## src/design/conv_geom_pkg.sv

```systemverilog
`default_nettype none

package conv_geom_pkg;

	localparam int COORD_W = 8; // map size up to 255
	localparam int TAPS    = 9; // 3x3 window

	typedef logic [COORD_W-1:0] coord_t;

	// bit 8 top-left ... bit 0 bottom-right, row-major
	typedef logic [TAPS-1:0] tap_mask_t;

	typedef struct packed {
		coord_t row;
		coord_t col;
	} tap_addr_t;

	// tap 0 (top-left) sits in the top bits
	typedef tap_addr_t [0:TAPS-1] tap_addr_vec_t;

	typedef struct packed {
		tap_addr_vec_t taps;
		tap_mask_t     mask;
		logic          pool_last; // 4th window of a 2x2 group
	} read_req_t;

endpackage

`default_nettype wire

```

## src/design/scan_pkg.sv

```systemverilog
`default_nettype none

package scan_pkg;

	typedef enum logic {
		ST_IDLE,
		ST_SCAN
	} scan_state_e;

	// visiting order inside one pooling group
	typedef enum logic [1:0] {
		PH_TL = 2'd0, // (0,0)
		PH_BL = 2'd1, // row +1
		PH_BR = 2'd2, // row +1, col +1
		PH_TR = 2'd3  // col +1
	} pool_phase_e;

	typedef struct packed {
		conv_geom_pkg::coord_t row;
		conv_geom_pkg::coord_t col;
		pool_phase_e           phase;
		logic                  last; // final window of the map
	} window_pos_t;

endpackage

`default_nettype wire

```

## src/design/window_scan.sv

```systemverilog
`default_nettype none

module window_scan #(
	parameter int MAP_W = 8,
	parameter int MAP_H = 8
) (
	input  wire                  clk,
	input  wire                  i_rst_n,
	input  wire                  i_start,
	output scan_pkg::window_pos_t o_pos,
	output logic                 o_pos_valid
);

	localparam conv_geom_pkg::coord_t LAST_PAIR = conv_geom_pkg::coord_t'(MAP_W - 2);
	localparam conv_geom_pkg::coord_t LAST_BAND = conv_geom_pkg::coord_t'(MAP_H - 2);

	scan_pkg::scan_state_e state;
	scan_pkg::pool_phase_e phase;
	conv_geom_pkg::coord_t band_row; // top row of the current two-row band
	conv_geom_pkg::coord_t pair_col; // left column of the current pair
	logic                  at_end;
	logic                  row_off;
	logic                  col_off;

	assign at_end = (phase == scan_pkg::PH_TR) && (pair_col == LAST_PAIR) &&
		(band_row == LAST_BAND);

	always_ff @(posedge clk or negedge i_rst_n) begin
		if (!i_rst_n) begin
			state    <= scan_pkg::ST_IDLE;
			phase    <= scan_pkg::PH_TL;
			band_row <= '0;
			pair_col <= '0;
		end else if (state == scan_pkg::ST_IDLE) begin
			if (i_start) begin
				state    <= scan_pkg::ST_SCAN;
				phase    <= scan_pkg::PH_TL;
				band_row <= '0;
				pair_col <= '0;
			end
		end else begin
			phase <= scan_pkg::pool_phase_e'(phase + 2'd1); // TR wraps to TL
			if (phase == scan_pkg::PH_TR) begin
				if (pair_col == LAST_PAIR) begin
					pair_col <= '0;
					if (band_row == LAST_BAND)
						band_row <= '0;
					else
						band_row <= band_row + conv_geom_pkg::coord_t'(2);
				end else begin
					pair_col <= pair_col + conv_geom_pkg::coord_t'(2);
				end
			end
			if (at_end)
				state <= scan_pkg::ST_IDLE; // last window goes out this cycle
		end
	end

	// phase offsets within the 2x2 group
	assign row_off = (phase == scan_pkg::PH_BL) || (phase == scan_pkg::PH_BR);
	assign col_off = (phase == scan_pkg::PH_BR) || (phase == scan_pkg::PH_TR);

	always_comb begin
		o_pos.row   = band_row + conv_geom_pkg::coord_t'(row_off);
		o_pos.col   = pair_col + conv_geom_pkg::coord_t'(col_off);
		o_pos.phase = phase;
		o_pos.last  = at_end;
	end

	assign o_pos_valid = (state == scan_pkg::ST_SCAN);

endmodule

`default_nettype wire

```

## src/design/tap_addr_gen.sv

```systemverilog
`default_nettype none

module tap_addr_gen (
	input  scan_pkg::window_pos_t        i_pos,
	output conv_geom_pkg::tap_addr_vec_t o_taps
);

	conv_geom_pkg::coord_t row_m1;
	conv_geom_pkg::coord_t row_p1;
	conv_geom_pkg::coord_t col_m1;
	conv_geom_pkg::coord_t col_p1;
	conv_geom_pkg::coord_t rows [3];
	conv_geom_pkg::coord_t cols [3];

	// wraps at the edges, masked later
	assign row_m1 = i_pos.row - conv_geom_pkg::coord_t'(1);
	assign row_p1 = i_pos.row + conv_geom_pkg::coord_t'(1);
	assign col_m1 = i_pos.col - conv_geom_pkg::coord_t'(1);
	assign col_p1 = i_pos.col + conv_geom_pkg::coord_t'(1);

	always_comb begin
		rows[0] = row_m1;
		rows[1] = i_pos.row;
		rows[2] = row_p1;
		cols[0] = col_m1;
		cols[1] = i_pos.col;
		cols[2] = col_p1;
	end

	// row-major, tap 0 top-left
	always_comb begin
		for (int r = 0; r < 3; r++) begin
			for (int c = 0; c < 3; c++) begin
				o_taps[r*3 + c].row = rows[r];
				o_taps[r*3 + c].col = cols[c];
			end
		end
	end

endmodule

`default_nettype wire

```

## src/design/pad_mask_gen.sv

```systemverilog
`default_nettype none

module pad_mask_gen #(
	parameter int MAP_W = 8,
	parameter int MAP_H = 8
) (
	input  scan_pkg::window_pos_t    i_pos,
	output conv_geom_pkg::tap_mask_t o_mask
);

	localparam conv_geom_pkg::coord_t LAST_ROW = conv_geom_pkg::coord_t'(MAP_H - 1);
	localparam conv_geom_pkg::coord_t LAST_COL = conv_geom_pkg::coord_t'(MAP_W - 1);

	logic [2:0] row_en; // [0] top, [1] centre, [2] bottom
	logic [2:0] col_en; // [0] left, [1] centre, [2] right

	// one-pixel zero padding, corners fall out of the product
	always_comb begin
		row_en[0] = (i_pos.row != '0);
		row_en[1] = 1'b1;
		row_en[2] = (i_pos.row != LAST_ROW);
		col_en[0] = (i_pos.col != '0);
		col_en[1] = 1'b1;
		col_en[2] = (i_pos.col != LAST_COL);
	end

	always_comb begin
		for (int r = 0; r < 3; r++) begin
			for (int c = 0; c < 3; c++) begin
				// tap t lives at bit TAPS-1-t
				o_mask[conv_geom_pkg::TAPS - 1 - (r*3 + c)] = row_en[r] & col_en[c];
			end
		end
	end

endmodule

`default_nettype wire

```

## src/design/read_issue.sv

```systemverilog
`default_nettype none

module read_issue (
	input  wire                          clk,
	input  wire                          i_rst_n,
	input  conv_geom_pkg::tap_addr_vec_t i_taps,
	input  conv_geom_pkg::tap_mask_t     i_mask,
	input  scan_pkg::window_pos_t        i_pos,
	input  wire                          i_pos_valid,
	output conv_geom_pkg::read_req_t     o_req,
	output logic                         o_valid,
	output logic                         o_done
);

	conv_geom_pkg::read_req_t req_d;
	logic                     last_q; // last window of the map in o_req

	always_comb begin
		req_d.mask      = i_pos_valid ? i_mask : '0;
		req_d.pool_last = (i_pos.phase == scan_pkg::PH_TR);
		for (int t = 0; t < conv_geom_pkg::TAPS; t++) begin
			if (req_d.mask[conv_geom_pkg::TAPS - 1 - t])
				req_d.taps[t] = i_taps[t];
			else
				req_d.taps[t] = '0; // padded tap
		end
	end

	always_ff @(posedge clk or negedge i_rst_n) begin
		if (!i_rst_n) begin
			o_req   <= '0;
			o_valid <= 1'b0;
			o_done  <= 1'b0;
			last_q  <= 1'b0;
		end else begin
			o_req   <= req_d;
			o_valid <= i_pos_valid;
			last_q  <= i_pos_valid && i_pos.last;
			o_done  <= o_valid && last_q; // cycle after the final request
		end
	end

endmodule

`default_nettype wire

```

## src/design/conv_read_seq.sv

```systemverilog
`default_nettype none

module conv_read_seq #(
	parameter int MAP_W = 8, // even, at most 255
	parameter int MAP_H = 8
) (
	input  wire                      clk,
	input  wire                      i_rst_n,
	input  wire                      i_start,
	output conv_geom_pkg::read_req_t o_req,
	output logic                     o_valid,
	output logic                     o_done
);

	scan_pkg::window_pos_t        pos;
	logic                         pos_valid;
	conv_geom_pkg::tap_addr_vec_t taps;
	conv_geom_pkg::tap_mask_t     mask;

	window_scan #(
		.MAP_W (MAP_W),
		.MAP_H (MAP_H)
	) u_window_scan (
		.clk         (clk),
		.i_rst_n     (i_rst_n),
		.i_start     (i_start),
		.o_pos       (pos),
		.o_pos_valid (pos_valid)
	);

	tap_addr_gen u_tap_addr_gen (
		.i_pos  (pos),
		.o_taps (taps)
	);

	pad_mask_gen #(
		.MAP_W (MAP_W),
		.MAP_H (MAP_H)
	) u_pad_mask_gen (
		.i_pos  (pos),
		.o_mask (mask)
	);

	read_issue u_read_issue (
		.clk         (clk),
		.i_rst_n     (i_rst_n),
		.i_taps      (taps),
		.i_mask      (mask),
		.i_pos       (pos),
		.i_pos_valid (pos_valid),
		.o_req       (o_req),
		.o_valid     (o_valid),
		.o_done      (o_done)
	);

endmodule

`default_nettype wire

```

## config.mk

```make
export PLATFORM = sky130hd
export DESIGN_NAME = conv_read_seq
export DESIGN_NICKNAME = d
export VERILOG_FILES = /design/src/design/conv_geom_pkg.sv /design/src/design/scan_pkg.sv /design/src/design/window_scan.sv /design/src/design/tap_addr_gen.sv /design/src/design/pad_mask_gen.sv /design/src/design/read_issue.sv /design/src/design/conv_read_seq.sv
export SDC_FILE = /design/constraint.sdc
export NUM_CORES = 1
export LEC_CHECK = 0
export BUFFER_PORTS_ARGS = -buffer_cell sky130_fd_sc_hd__buf_2
export CORE_ASPECT_RATIO = 0.75
export CORE_MARGIN = 2
export CORE_UTILIZATION = 35
export CTS_CLUSTER_SIZE = 20
export DETAILED_ROUTE_END_ITERATION = 10
export PLACE_DENSITY = 0.66
export REMOVE_ABC_BUFFERS = 1
export SYNTH_ARGS = -nofsm -noshare
export SYNTH_HDL_FRONTEND = slang
export SYNTH_SLANG_ARGS = --single-unit
```

## constraint.sdc

```tcl
create_clock -name clk -period 4.2 [get_ports clk]
set_input_delay 0.21 -clock clk [delete_from_list [all_inputs] [get_ports clk]]
set_output_delay 0.21 -clock clk [all_outputs]
set_load 0.01 [all_outputs]
```

==> impl_metrics.py <==
metrics = {
    "route": {
        "drc": 0,
        "ant_nets": 0,
        "routedWlPerCell_um": 16.2,
        "drt_iter0_drc": 254,
        "drtPass1Iterations": 5,
        "wl_mm": 15.7,
        "viasPerCell": 4.55,
        "vias": 4388,
    },
    "floorplan": {
        "rows": 42,
        "die_y_um": 121,
        "coreArea_um2": 17800,
        "die_area_um2": 19400,
        "start_util_pct": 36.0,
        "ios": 159,
        "dieWidth_um": 160,
    },
    "synth": {
        "synth_cell_types": 49,
        "yosysMostFrequentCell": "dfrtp_1",
        "syn-cell-area_um2": 6390,
        "synth_edf_count": 0,
        "yosys-top-cells-area": "dfrtp_1, nor2_1, xnor2_1, inv_1, ha_1",
        "synth_common_cells": "dfrtp_1, nor2_1, inv_1",
        "synthFlopType": "dfrtp_1",
        "synth_seq_cells": 173,
        "yosys.area.top_type": "dfrtp_1",
        "syn_inst": 564,
        "yosys_warnings": 0,
        "avgSynthCellArea_um2": 11.3,
        "synth_top_area_share_pct": 67.8,
        "seq_area_frac_synth_pct": 67.8,
        "async_flop_share_pct": 100,
    },
    "grt": {
        "grt_max_degree": 97,
        "gr-total-overflow": 0,
        "grt_pass1_wl_mm": 24.9,
        "track_usage_pct": 17.0,
        "antenna_found_initial": 0,
        "grt_pass1_vias": 4304,
    },
    "timing": {
        "worst_slack_ps": 1240,
        "whs_ps": 82.3,
        "fin_setup_tns_ps": 0,
        "slew-limit-headroom_pct": 32.0,
        "rsz0062_at_grt": "false",
        "max_freq_mhz": 337,
        "finalSetupViolCount": 0,
        "period_share_pct": 70.6,
        "maxSlewViolCount": 0,
        "finalHoldViolations": 0,
        "skew_ps": 8.59,
        "tightest_slew_ps": 1020,
        "fin_crit_ps": 2960,
    },
    "clock_network": {
        "cts.sinks": 173,
        "holdBufCountCts": 1,
        "cts_tree": "yes",
        "root_buffer": "clkbuf_16",
        "clkTransAtPathRegs_ps": 70,
        "cts_buffers": 17,
        "clk_latency_ps": 430,
        "cts_resized": 0,
        "cts_setup_buffers": 0,
        "h-tree-depth": 4,
        "cts_buffer_depth": 2,
    },
    "power_and_ir_drop": {
        "switchingPower_mw": 2.40,
        "switching_share_pct": 38.4,
        "power.density_nw_per_um2": 787,
        "power.clock.fraction_pct": 24.4,
        "power_frac_seq_pct": 41.1,
        "p_leak_nw": 3.99,
        "peakVddDrop_mv": 0.273,
        "p_comb_share_pct": 34.5,
        "power.internal_mw": 3.86,
    },
    "critical_path": {
        "arrival_ps": 3250,
        "worst-setup-path-type": "reg -> reg",
        "regToRegStartpoint": "u_window_scan.phase[1]",
        "worstSetupStartpointType": "flip-flop",
        "cp.required_ps": 4480,
        "crit_start": "u_window_scan.phase[1]",
        "cp-end-kind": "flip-flop",
        "crit_fanout": 14,
    },
    "cells_and_area": {
        "syn_to_final_growth_pct": 24.6,
        "fin_nets": 723,
        "fin_cells": 964,
        "n_antenna_cell": 0,
        "drive_above_1_share_pct": 29.2,
    },
    "flow_run": {
        "cap_viol_max_count": 0,
    },
    "hold_path": {
        "hp-start": "i_start",
        "hp-class": "in -> reg",
    },
    "placement": {
        "place_ws_ps": 1230,
        "dp_cells": 931,
        "place_congestion": 0.848,
        "dp_hpwl_mm": 10.8,
        "io_buffers": 158,
    },
    "run_status": {
        "status": "finished clean",
    },
}
## power by group through the flow
| stage | logic [mW] | registers (mW) | clock network [mW] |
|---|---|---|---|
| after detailed placement | 2.18 | 2.61 | 0 |
| after floorplan | 0.941 | 2.84 | 0 |
| after global placement | 2.15 | 2.61 | 0 |
| after CTS | 2.19 | 2.58 | 1.56 |
| after global routing | 2.42 | 2.65 | 1.64 |
| final | 2.16 | 2.58 | 1.53 |
## sequential cells by signal, indices dropped and copies added, names as in the netlist
signal / flops
u_read_issue.o_req: 154
u_window_scan.band_row: 7
u_window_scan.pair_col: 7
u_window_scan.phase: 2
u_read_issue.last_q: 1
u_read_issue.o_done: 1
u_window_scan.o_pos_valid: 1
## cell type report
cell class                      count  area [um2]
Clock buffer                       17         425
Clock inverter                     15         151
Fill cell                        1725        9810
Inverter                           40         150
Multi-Input combinational cell    313        1740
Sequential cell                   173        4330
Tap cell                          242         303
Timing Repair Buffer              164         857
## through the flow
| step | total power, mW | area [um2] | util, % |
|---|---|---|---|
| floorplan | 3.78 | 6200 | - |
| global placement | 4.76 | 7370 | 41.5 |
| detailed placement | 4.79 | 7370 | 41.5 |
| CTS | 6.33 | 7960 | 44.8 |
| global route | 6.70 | 7960 | 44.8 |
| finish | 6.26 | 7960 | 44.8 |
## metal layers
layer	wire length, um	global-route usage [%]	vias to the layer above
met2	6640	24.1	156
met3	874	3.79	17
met5	0	0	-
li1	-	-	2062
met4	250	6.19	0
met1	7900	25.4	2153
## critical path: stages (launching register included)
cell and delay (ps):
dfrtp_1 380, ha_1 340, or2_2 280, ha_1 250, nand2_1 110, nor3_2 620
or2_0 700, nor2_1 120
## worst paths after layout
path | endpoint | slack, ps | depth (start not counted)
max | u_read_issue.o_req[11] | 1240 | 7
min reg2reg | u_window_scan.phase[0] | 500 | 1
max reg2reg | u_read_issue.o_req[11] | 1240 | 7
min | u_window_scan.pair_col[2] | 80 | 2
min in group asynchronous | u_read_issue.o_req[87] | 430 | 2
max in group asynchronous | u_window_scan.phase[0] | 2860 | 3
## placed cells by master (no fill, tap or decap), drive strengths merged, types with 2 or more instances in the layout
| master | count |
|---|---|
| or2 | 7 |
| a22oi | 2 |
| nand2 | 37 |
| clkinv | 7 |
| nor4 | 7 |
| and2 | 2 |
| inv | 46 |
| dfrtp | 173 |
| nand2b | 7 |
| buf | 163 |
| xnor2 | 19 |
| nand4 | 7 |
| xor2 | 11 |
| mux2i | 2 |
| nor3b | 2 |
| or4 | 3 |
| clkinvlp | 2 |
| ha | 11 |
| and3 | 2 |
| or3 | 2 |
| nor3 | 14 |
| o21a | 3 |
| o21ai | 6 |
| o31ai | 4 |
| nand3 | 11 |
| o211ai | 2 |
| nor2 | 138 |
| clkbuf | 17 |
## cell families after synthesis
group	count (synthesis)	share of synthesized area (%)
and+or+nand+nor	241	16.6
buffers and inverters	78	5.31
AOI/OAI and AO/OA	26	3.19
adders and majority gates	12	2.31
DFF	173	67.8
xor gates and xnor gates	30	4.23
muxes	3	0.490
other	1	0.0587
No activity file was read; power rests on OpenSTA's default activity.
